`src/verilog/tag_mem_defines.svh`:
```
`ifndef TAG_MEM_DEFINES_SVH
`define TAG_MEM_DEFINES_SVH

// memory array geometry
`define TAG_WORD_W      16
`define TAG_ADDR_W      6
`define TAG_BANK_DEPTH  63    // words per sensor bank, full bank drops samples

// sample fields
`define TAG_ADC_W       8
`define TAG_TS_W        8

// bit of the current word at which the next one is requested
`define TAG_NEXT_BIT    2

`endif

```
`src/verilog/cmd_pkg.sv`:
```
`include "tag_mem_defines.svh"

package cmd_pkg;

    //////////////////////////////////////////////////
    // front end requests and the stored word
    //////////////////////////////////////////////////

    typedef logic [`TAG_WORD_W-1:0] word_t;

    // 3-bit code from the ADC mux
    typedef enum logic [2:0] {
        SENSOR_NONE = 3'd0,
        SENSOR_1    = 3'd1,
        SENSOR_2    = 3'd2
    } sensor_t;

    // time stamp on top, adc value below
    typedef struct packed {
        logic [`TAG_TS_W-1:0]  stamp;
        logic [`TAG_ADC_W-1:0] value;
    } sample_t;

endpackage

```
`src/verilog/mem_pkg.sv`:
```
`include "tag_mem_defines.svh"

package mem_pkg;

    //////////////////////////////////////////////////
    // memory array side
    //////////////////////////////////////////////////

    typedef logic [`TAG_ADDR_W-1:0] addr_t;

    // mem_sel encoding of the array
    typedef enum logic [1:0] {
        BANK_NONE = 2'd0,
        BANK_EPC  = 2'd1,    // epc bank, not driven here
        BANK_S1   = 2'd2,
        BANK_S2   = 2'd3
    } bank_t;

    // one cycle per strobe step
    typedef enum logic [2:0] {
        IDLE,
        SEL,
        PRECHARGE,
        ADDR,
        STROBE,
        DATA,
        RELEASE
    } seq_state_t;

endpackage

```
`src/verilog/tag_mem_ifs.sv`:
```
`timescale 1ns/1ps

//////////////////////////////////////////////////
// pending requests, front end to sequencer
//////////////////////////////////////////////////

interface request_if
    import cmd_pkg::*;
();
    logic    wr_pend;    // held until done
    logic    rd_pend;
    sensor_t sensor;
    sample_t wr_data;
    logic    done;       // one cycle, ends the request

    modport source (
        output wr_pend,
        output rd_pend,
        output sensor,
        output wr_data,
        input  done
    );

    modport sink (
        input  wr_pend,
        input  rd_pend,
        input  sensor,
        input  wr_data,
        output done
    );
endinterface

//////////////////////////////////////////////////
// read words, sequencer to serializer
//////////////////////////////////////////////////

interface word_if
    import cmd_pkg::*;
();
    logic  load;         // one cycle with word
    word_t word;
    logic  last;         // valid with load
    logic  next_word;

    modport source (
        output load,
        output word,
        output last,
        input  next_word
    );

    modport sink (
        input  load,
        input  word,
        input  last,
        output next_word
    );
endinterface

```
`src/verilog/mem_sequencer.sv`:
```
`timescale 1ns/1ps
`include "tag_mem_defines.svh"

module mem_sequencer
    import cmd_pkg::*;
    import mem_pkg::*;
(
    input  logic     clk,
    input  logic     reset,
    request_if.sink  req,
    word_if.source   tx,
    input  word_t    mem_read_in,
    output word_t    mem_data_out,
    output logic     pc_b,
    output logic     we,
    output logic     se,
    output logic     mem_done,
    output addr_t    mem_address,
    output bank_t    mem_sel
);

    seq_state_t  state;
    logic        rd_active;     // read in progress, spans several words
    logic        done_q;
    logic        load_q;
    logic        last_q;
    word_t       word_q;
    addr_t [1:0] fill;          // fill counters, index 1 is sensor 2
    logic        bank_idx;
    addr_t       cur_count;
    logic        bank_full;

    function automatic bank_t bank_of(input sensor_t s);
        return (s == SENSOR_2) ? BANK_S2 : BANK_S1;
    endfunction

    assign bank_idx  = (req.sensor == SENSOR_2);
    assign cur_count = fill[bank_idx];
    assign bank_full = (cur_count == addr_t'(`TAG_BANK_DEPTH));

    assign req.done = done_q;
    assign tx.load  = load_q;
    assign tx.word  = word_q;
    assign tx.last  = last_q;

    //////////////////////////////////////////////////
    // strobe sequence, shared by reads and writes
    //////////////////////////////////////////////////

    always_ff @(posedge clk or posedge reset) begin
        if (reset) begin
            state     <= IDLE;
            rd_active <= 1'b0;
            done_q    <= 1'b0;
            load_q    <= 1'b0;
            last_q    <= 1'b0;
            pc_b      <= 1'b1;
            we        <= 1'b0;
            se        <= 1'b0;
            mem_done  <= 1'b0;
            mem_sel   <= BANK_NONE;
            fill      <= '0;
        end else begin
            done_q <= 1'b0;
            load_q <= 1'b0;
            case (state)
                IDLE: begin
                    // hold off while the front end drops its pending level
                    if (!done_q) begin
                        if (rd_active) begin
                            if (tx.next_word) begin
                                state <= SEL;
                            end
                        end else if (req.wr_pend) begin
                            state <= SEL;
                        end else if (req.rd_pend) begin
                            if (cur_count == '0) begin
                                done_q <= 1'b1;    // nothing stored
                            end else begin
                                rd_active <= 1'b1;
                                state     <= SEL;
                            end
                        end
                    end
                end
                SEL: begin
                    mem_sel <= bank_of(req.sensor);
                    state   <= PRECHARGE;
                end
                PRECHARGE: begin
                    pc_b  <= 1'b0;
                    state <= ADDR;
                end
                ADDR: begin
                    state <= STROBE;
                end
                STROBE: begin
                    if (rd_active) begin
                        se <= 1'b1;
                    end else begin
                        we <= !bank_full;
                    end
                    state <= DATA;
                end
                DATA: begin
                    if (rd_active) begin
                        load_q         <= 1'b1;
                        last_q         <= (cur_count == addr_t'(1));
                        fill[bank_idx] <= cur_count - addr_t'(1);
                    end else if (!bank_full) begin
                        mem_done       <= 1'b1;
                        fill[bank_idx] <= cur_count + addr_t'(1);
                    end
                    state <= RELEASE;
                end
                RELEASE: begin
                    pc_b     <= 1'b1;
                    we       <= 1'b0;
                    se       <= 1'b0;
                    mem_done <= 1'b0;
                    mem_sel  <= BANK_NONE;
                    if (!rd_active || last_q) begin
                        done_q    <= 1'b1;
                        rd_active <= 1'b0;
                    end
                    state <= IDLE;
                end
                default: state <= IDLE;
            endcase
        end
    end

    // address and data paths
    always_ff @(posedge clk) begin
        if (state == ADDR) begin
            mem_address <= rd_active ? cur_count - addr_t'(1) : cur_count;    // newest first
        end
        if (state == STROBE && !rd_active) begin
            mem_data_out <= word_t'(req.wr_data);
        end
        if (state == DATA && rd_active) begin
            word_q <= mem_read_in;
        end
    end

endmodule

```
`src/verilog/sensor_request.sv`:
```
`timescale 1ns/1ps
`include "tag_mem_defines.svh"

module sensor_request
    import cmd_pkg::*;
(
    input  logic                  clk,
    input  logic                  reset,
    input  logic                  adc_data_ready,
    input  logic [`TAG_ADC_W-1:0] adc_data,
    input  logic [`TAG_TS_W-1:0]  sensor_time_stamp,
    input  sensor_t               sensor_code,
    input  logic                  sensor_read,
    request_if.source             req
);

    logic code_ok;
    logic busy;
    logic take_wr;
    logic take_rd;

    assign code_ok = (sensor_code == SENSOR_1) || (sensor_code == SENSOR_2);
    assign busy    = req.wr_pend || req.rd_pend;

    // a sample beats a read command in the same cycle
    assign take_wr = adc_data_ready && code_ok && !busy;
    assign take_rd = sensor_read && code_ok && !busy && !take_wr;

    always_ff @(posedge clk or posedge reset) begin
        if (reset) begin
            req.wr_pend <= 1'b0;
            req.rd_pend <= 1'b0;
            req.sensor  <= SENSOR_NONE;
        end else begin
            if (req.done) begin
                req.wr_pend <= 1'b0;
                req.rd_pend <= 1'b0;
            end else if (take_wr) begin
                req.wr_pend <= 1'b1;
                req.sensor  <= sensor_code;
            end else if (take_rd) begin
                req.rd_pend <= 1'b1;
                req.sensor  <= sensor_code;
            end
        end
    end

    // sample and stamp packed into one word
    always_ff @(posedge clk) begin
        if (take_wr) begin
            req.wr_data.stamp <= sensor_time_stamp;
            req.wr_data.value <= adc_data;
        end
    end

endmodule

```
`src/verilog/tag_mem_top.sv`:
```
`timescale 1ns/1ps
`include "tag_mem_defines.svh"

module tag_mem_top
    import cmd_pkg::*;
    import mem_pkg::*;
(
    input  logic                  clk,
    input  logic                  reset,
    input  logic                  adc_data_ready,
    input  logic [`TAG_ADC_W-1:0] adc_data,
    input  logic [`TAG_TS_W-1:0]  sensor_time_stamp,
    input  sensor_t               sensor_code,
    input  logic                  sensor_read,
    input  logic                  bit_tick,
    input  word_t                 mem_read_in,
    output word_t                 mem_data_out,
    output logic                  pc_b,
    output logic                  we,
    output logic                  se,
    output addr_t                 mem_address,
    output bank_t                 mem_sel,
    output logic                  mem_done,
    output logic                  tx_bit_src,
    output logic                  tx_data_done
);

    request_if u_request_if ();
    word_if    u_word_if ();

    sensor_request u_sensor_request (
        .clk               (clk),
        .reset             (reset),
        .adc_data_ready    (adc_data_ready),
        .adc_data          (adc_data),
        .sensor_time_stamp (sensor_time_stamp),
        .sensor_code       (sensor_code),
        .sensor_read       (sensor_read),
        .req               (u_request_if.source)
    );

    mem_sequencer u_mem_sequencer (
        .clk          (clk),
        .reset        (reset),
        .req          (u_request_if.sink),
        .tx           (u_word_if.source),
        .mem_read_in  (mem_read_in),
        .mem_data_out (mem_data_out),
        .pc_b         (pc_b),
        .we           (we),
        .se           (se),
        .mem_done     (mem_done),
        .mem_address  (mem_address),
        .mem_sel      (mem_sel)
    );

    tx_serializer u_tx_serializer (
        .clk          (clk),
        .reset        (reset),
        .bit_tick     (bit_tick),
        .tx           (u_word_if.sink),
        .tx_bit_src   (tx_bit_src),
        .tx_data_done (tx_data_done)
    );

endmodule

```
`src/verilog/tx_serializer.sv`:
```
`timescale 1ns/1ps
`include "tag_mem_defines.svh"

module tx_serializer
    import cmd_pkg::*;
(
    input  logic    clk,
    input  logic    reset,
    input  logic    bit_tick,
    word_if.sink    tx,
    output logic    tx_bit_src,
    output logic    tx_data_done
);

    logic [3:0] bit_cnt;       // zero when no word is on the line
    word_t      shift_q;
    word_t      hold_q;        // next word, waits for the current one
    logic       hold_valid;
    logic       hold_last;
    logic       cur_last;

    always_ff @(posedge clk or posedge reset) begin
        if (reset) begin
            bit_cnt      <= '0;
            hold_valid   <= 1'b0;
            hold_last    <= 1'b0;
            cur_last     <= 1'b0;
            tx_bit_src   <= 1'b0;
            tx_data_done <= 1'b0;
            tx.next_word <= 1'b0;
        end else begin
            tx.next_word <= 1'b0;
            if (bit_tick) begin
                if (bit_cnt == '0) begin
                    if (hold_valid) begin
                        tx_bit_src <= hold_q[0];    // lsb first
                        cur_last   <= hold_last;
                        hold_valid <= 1'b0;
                        bit_cnt    <= 4'd1;
                    end
                end else begin
                    tx_bit_src <= shift_q[0];
                    bit_cnt    <= bit_cnt + 4'd1;    // wraps after bit 15
                    if (bit_cnt == 4'(`TAG_NEXT_BIT) && !cur_last) begin
                        tx.next_word <= 1'b1;
                    end
                    if (bit_cnt == 4'd15 && cur_last) begin
                        tx_data_done <= 1'b1;
                    end
                end
            end
            // a new word also opens a new read
            if (tx.load) begin
                hold_valid   <= 1'b1;
                hold_last    <= tx.last;
                tx_data_done <= 1'b0;
            end
        end
    end

    always_ff @(posedge clk) begin
        if (tx.load) begin
            hold_q <= tx.word;
        end
        if (bit_tick) begin
            shift_q <= (bit_cnt == '0) ? hold_q >> 1 : shift_q >> 1;
        end
    end

endmodule
```
`config.mk`:
```
export PLATFORM = sky130hd
export DESIGN_NAME = tag_mem_top
export DESIGN_NICKNAME = d
export VERILOG_FILES = /design/src/verilog/cmd_pkg.sv /design/src/verilog/mem_pkg.sv /design/src/verilog/tag_mem_ifs.sv /design/src/verilog/mem_sequencer.sv /design/src/verilog/sensor_request.sv /design/src/verilog/tag_mem_top.sv /design/src/verilog/tx_serializer.sv
export VERILOG_INCLUDE_DIRS = /design/src /design/src/verilog
export SDC_FILE = /design/constraint.sdc
export NUM_CORES = 1
export LEC_CHECK = 0
export ABC_AREA = 1
export BUFFER_PORTS_ARGS = -buffer_cell sky130_fd_sc_hd__buf_4
export CORE_MARGIN = 3
export CORE_UTILIZATION = 50
export CTS_CLUSTER_DIAMETER = 150
export CTS_CLUSTER_SIZE = 40
export DETAILED_ROUTE_END_ITERATION = 10
export MAX_ROUTING_LAYER = met4
export PLACE_DENSITY_LB_ADDON = 0.2
export SKIP_CTS_REPAIR_TIMING = 1
export SYNTH_ARGS = -nofsm -noshare
export SYNTH_HDL_FRONTEND = slang
export SYNTH_HIERARCHICAL = 1
export SYNTH_SLANG_ARGS = --single-unit
```
`constraint.sdc`:
```
create_clock -name clk -period 1.9 [get_ports clk]
set_clock_uncertainty 0.05 [all_clocks]
set_input_delay 0.095 -clock clk [delete_from_list [all_inputs] [get_ports clk]]
set_output_delay 0.095 -clock clk [all_outputs]
set_load 0.03 [all_outputs]
```
## Word-level counts from Yosys, hierarchy flattened

Index checks and enable logic that the tools add are counted.

| operators by class | value |
|---|---|
| mux-type cells | 64 |
| $add $sub $neg | 3 |
| reductions and logical operators | 45 |
| bitwise gates (word level) | 1 |
| order comparisons | 2 |
| eq/ne operators | 26 |

Operators by type and width:

| kind | number |
|---|---|
| $mux 1 | 36 |
| $bwmux 12 | 2 |
| $mux 12 | 2 |
| $mux 3 | 8 |
| $mux 6 | 4 |
| $reduce_bool 2->1 | 11 |
| $pmux 3 s6 | 1 |
| $reduce_and 2->1 | 8 |
| $mux 15 | 1 |
| $eq 3x2->1 const B | 4 |
| $pmux 1 s2 | 6 |
| $reduce_and 3->1 | 4 |
| $logic_and 1x1->1 | 10 |
| $ne 2x1->1 const B | 5 |
| $ne 2x2->1 const B | 5 |
| $eq 3x3->1 const B | 3 |
| $mux 4 | 2 |
| $ne 4x3->1 const B | 2 |
| $add 6x1->6 const B | 1 |
| $demux 6 s1 | 1 |
| $eq 3x1->1 const B | 2 |
| $eq 6x1->1 const B | 1 |
| $eq 6x6->1 const B | 1 |
| $logic_not 6->1 | 1 |
| 14 further kinds | 20 |

| word-level totals | value |
|---|---|
| bits of input ports | 40 |
| register bits after elaboration | 126 |
| logic and storage cells | 170 |
| output and inout bits | 30 |

## Depth between registers and ports, before layout

| logic depth | value |
|---|---|
| depth after elaboration | 10 |
| mapped depth | 14 |
| gate-level depth less buffers | 13 |

## By module

Netlist, hierarchy kept.

By module, submodules not included:

| module | cells each | sequential area each (sq um) | area each (sq um) | instances |
|---|---|---|---|---|
| mem_sequencer | 262 | 1,767.9 | 2,786.4 | 1 |
| tx_serializer | 145 | 1,181.1 | 1,707.9 | 1 |
| sensor_request | 49 | 605.6 | 743.2 | 1 |

## Least setup slack after synthesis

OpenSTA, ideal clock, no wires.

| timing | value |
|---|---|
| path type | register -> register |
| start point | register u_sensor_request.req.sensor[2] |
| end point | register u_mem_sequencer/fill[11] (netlist name) |
| data required time | 1.734 ns |
| data arrival time | 1.814 ns |
| buffers on the path | 1 |
| setup slack | -0.080 ns |
| stages on the path, launching flop included | 15 |
| clock period less this slack | 1.980 ns |
| library setup time | 0.116 ns |
| cell sequence | dfrtp_1 > nor2_4 > nand2_4 > buf_6 > nand2_1 > o21ai_4 > ha_1 > nand2_2 > nor2_4 > nand3_2 > nand2_4 > nor2_8 > inv_2 > nand2_1 > nand2_1 |

| between the ends | value |
|---|---|
| cells in the longest elaborated chain, start to end | 8 |
| elaborated cells between the ends (all ways) | 17 |
| classes of those cells | add/sub: 2; order compare: 2; eq/ne: 3; mux: 8; reduce/logical: 2 |

Ends and longest elaborated chain:

| what | line | RTL |
|---|---|---|
| start: declaration | tag_mem_ifs.sv:19 | `output sensor,` |
| start signal: assignment | sensor_request.sv:40 | `req.sensor <= sensor_code;` |
| start signal: assignment | sensor_request.sv:43 | `req.sensor <= sensor_code;` |
| $eq 3x2->1 * | mem_sequencer.sv:37 | `assign bank_idx = (req.sensor == SENSOR_2);` |
| parallel branches: the longest is 7 deep, another holds $add 6x1->6 | n/a |  |
| end signal: indexed assignment | mem_sequencer.sv:109 | `fill[bank_idx] <= cur_count - addr_t'(1);` |
| end signal: indexed assignment | mem_sequencer.sv:112 | `fill[bank_idx] <= cur_count + addr_t'(1);` |
| end: declaration | mem_sequencer.sv:28 | `addr_t [1:0] fill;` |

Every way passes the cells marked *. The select of a mux whose other input is x is not followed.
A chain may end at the register's enable or synchronous reset.

## Worst setup path after layout

| timing | value |
|---|---|
| start point | register u_sensor_request.req.sensor[0] |
| end point | register u_mem_sequencer/fill[11] (netlist name) |

Same word-level chain as after synthesis.

==> run metrics <==
outcome=completed; post-route ant nets=0; Critical Path Max Stage Delay=0.42 ns; Max FO, Critical Path=10; commonest non-fill, non-tap cells in the layout=129 x nand2_1, 89 x buf_4, 85 x edfxtp_1; Seq/Total Area, Yosys=67.9%; Final setup violation count=0; Final Max Slew Viols=0; Top delay family on crit path=simple AND/OR/NAND/NOR gates; Final Cell Area=roughly 0.0071 mm^2; Final min period=between 1.5 and 2 ns; Buf/Inv on CP=1; # IOs=70; Root Buffer=clkbuf_8; vias in the first global route=3482; Worst EP arrival=2.25 ns; Least-Margin Pin Slew=about 0.54 ns; Residual DRC=0; cts bufs inserted=17; die height=between 100 and 150 um; clock buffer depth=2; Synth Instances=456; grt total ovfl=0; Avg Cell Area, Syn=11.5 um^2; CP cell instances=nor2_4, nand2_4, nand2_1, nand2_2, ha_4, nand2_4, nor2_4, nand3_2, nand2_4, nor2_8, inv_2, nand2_1, nand2_1; Leak=3.13 nW; die area=around 0.012 mm^2; final WL=between 10000 and 15000 um; PnR worst setup slack=0.00594 ns; Post-DP HPWL=7380 um; FILL cells=approximately 740; Util after Layout=70.9%; Total Routing Usage GR=19.9%; Clock Latency Late Sink=0.51 ns; clock-pin slew on the worst setup and hold paths=0.06 ns; # H-tree levels=4; clk sinks=125; FP Rows=36; pre-CTS WS=0.00746 ns; internal power=6.82 mW; number of buffers added on ports=69; Yosys warning count=6; post-synthesis net count=503; Chip Width=between 100 and 150 um; clock network fraction of total power=around a quarter; placeable core area=0.0100 mm^2; Worst EP required=2.25 ns; final hold vios=0; vias=3806; area grow syn2layout=35.3%; fmax=528 MHz; Slew HR=64.1%; CP Class=reg2reg; Power per Cell Area=roughly 1600 mW/mm^2; layout cell share with drive strength beyond 1=28.7%; Ant. Diodes=0; sw frac=38.3%; Worst setup SP type=flop; first-pass GRT wire length=between 15000 and 20000 um; period utilisation layout=99.7%; Switch Pwr=~4.2 mW; worst min-delay path class=in2reg; antenna violations before repair=0; library cells used by synthesis=37; TritonCTS clock tree=built; total of max-cap violations=0; Layout Nets=around 650; Reg power frac=36.9%; Crit. End Element=flop; Combinational Power Share=38.0%; initial core utilization=52.4%; dpl cell area=around 0.0061 mm^2; pin count of the biggest net entering global routing=23; routed len/inst=15.5 um; post-synthesis cell area=0.00524 mm^2; initial drt markers=between 200 and 300; post-synthesis register bit count=between 100 and 150; Max VDD drop=0.000902 V; commonest non-fill, non-tap cell in the layout=nand2_1; GP Congestion=roughly 0.9; drt first pass iters=5; unrepaired setup endpoints after global routing=true; Critical-path top delay cell=dfrtp_1; Via density=5.10
## worst paths after layout
check	slack [ns]	endpoint	from	cells past startpoint
worst max-delay path	0.006	u_mem_sequencer/fill[11]	u_sensor_request/req.sensor[0]	13
worst min-delay path	0.02	u_sensor_request/req.sensor[1]	sensor_read	6
worst max register to register	0.006	u_mem_sequencer/fill[11]	u_sensor_request/req.sensor[0]	13
worst min register to register	0.37	u_tx_serializer/hold_q[2]	u_mem_sequencer/tx.word[2]	0
max in group asynchronous	1.07	u_mem_sequencer/pc_b	reset	4
min in group asynchronous	0.04	u_sensor_request/req.sensor[0]	reset	3
## power groups by stage
stage                     clock network, mW  registers, mW  logic, mW
after detailed placement                  0           4.11       3.84
after floorplan                           0           4.37       2.32
after global routing                   2.96           4.15       4.64
final                                  2.77           4.09       4.21
after CTS                              2.82           4.08       3.86
after global placement                    0           4.09       3.77
## synth_stat cells
master      n  area (um^2)
nor3_1      4         20.0
buf_2       3         15.0
nand2_4     3         33.8
inv_1      41          154
o21ai_0    13         65.1
dfstp_2     1         26.3
nand2_8     1         20.0
or2_2       1         6.26
edfxtp_1   85         2550
nand2_1   133          499
a21oi_2     2         17.5
xor2_1      1         8.76
o211ai_1    1         7.51
ha_1        7         87.6
inv_2       5         18.8
a21oi_1     4         20.0
o21ai_1     7         35.0
nand3_2     5         50.1
nand3_1    38          190
nor2_1     21         78.8
o21ai_4     2         32.5
nor2_4      2         22.5
dfrtp_1    39          976
or2_4       1         8.76
nand3b_1    2         15.0
a21bo_2     1         10.0
nor2_8      3         60.1
a21boi_0    2         15.0
nand2_2    10         62.6
buf_1       1         3.75
clkbuf_1    1         3.75
nand4_1     4         25.0
buf_4       1         7.51
buf_6       2         22.5
o21bai_1    2         15.0
o21ai_2     3         26.3
nor2_2      4         25.0
## tightest hold or removal path: stages
cell     delay, ns
buf_4         0.11
nand2_1       0.10
a21oi_2       0.08
nand2_1       0.07
nand2_1       0.05
nand2_1       0.05
## through the flow
stage                     cells  TNS [ns]  hold slack [ns]  power (mW)
after floorplan             456    -0.410           -0.176        6.68
final                       747         0           0.0230        11.1
after global routing        747     -1.44           0.0258        11.8
after detailed placement    671         0           0.0144        7.96
after global placement      671         0          0.00155        7.85
after CTS                   702    -0.290           -0.531        10.8
## sequential cells by signal (all words and copies together) (netlist names), 4 cells and up, named ones only
name                          flops
u_mem_sequencer/fill             10
u_mem_sequencer/mem_address       6
u_mem_sequencer/mem_data_out     16
u_mem_sequencer/tx.word          16
u_sensor_request/req.wr_data     16
u_tx_serializer/bit_cnt           4
u_tx_serializer/hold_q           16
u_tx_serializer/shift_q          15
## kinds of logic (layout without fill, tap and decap cells)
kind of cell	after synthesis	after routing	synth area share, %
AND/OR/NAND/NOR	232	233	21.3
AO/OA/AOI/OAI	37	37	4.66
XOR/XNOR	1	1	0.167
flip-flops	125	125	67.9
adder cells (fa/ha/maj)	7	7	1.67
buffers and inverters	54	211	4.30
## cell type report
type	count	area, um^2	area share, %
clock buffers	18	418	5.90
clock inverters	13	96.3	1.36
inverters	46	173	2.44
multi-input cells	278	1540	21.7
flip-flops and latches	125	3550	50.2
well taps	133	166	2.35
repair buffers	134	1140	16.1
## layer usage
metal	vias up	track usage [%]	wire [um]
met3	6	6.45	563
met1	1871	25.7	4920
li1	1820	-	-
met5	-	-	0
met4	0	6.49	81
met2	109	30.2	6010
No activity file was read; power rests on OpenSTA's default activity.
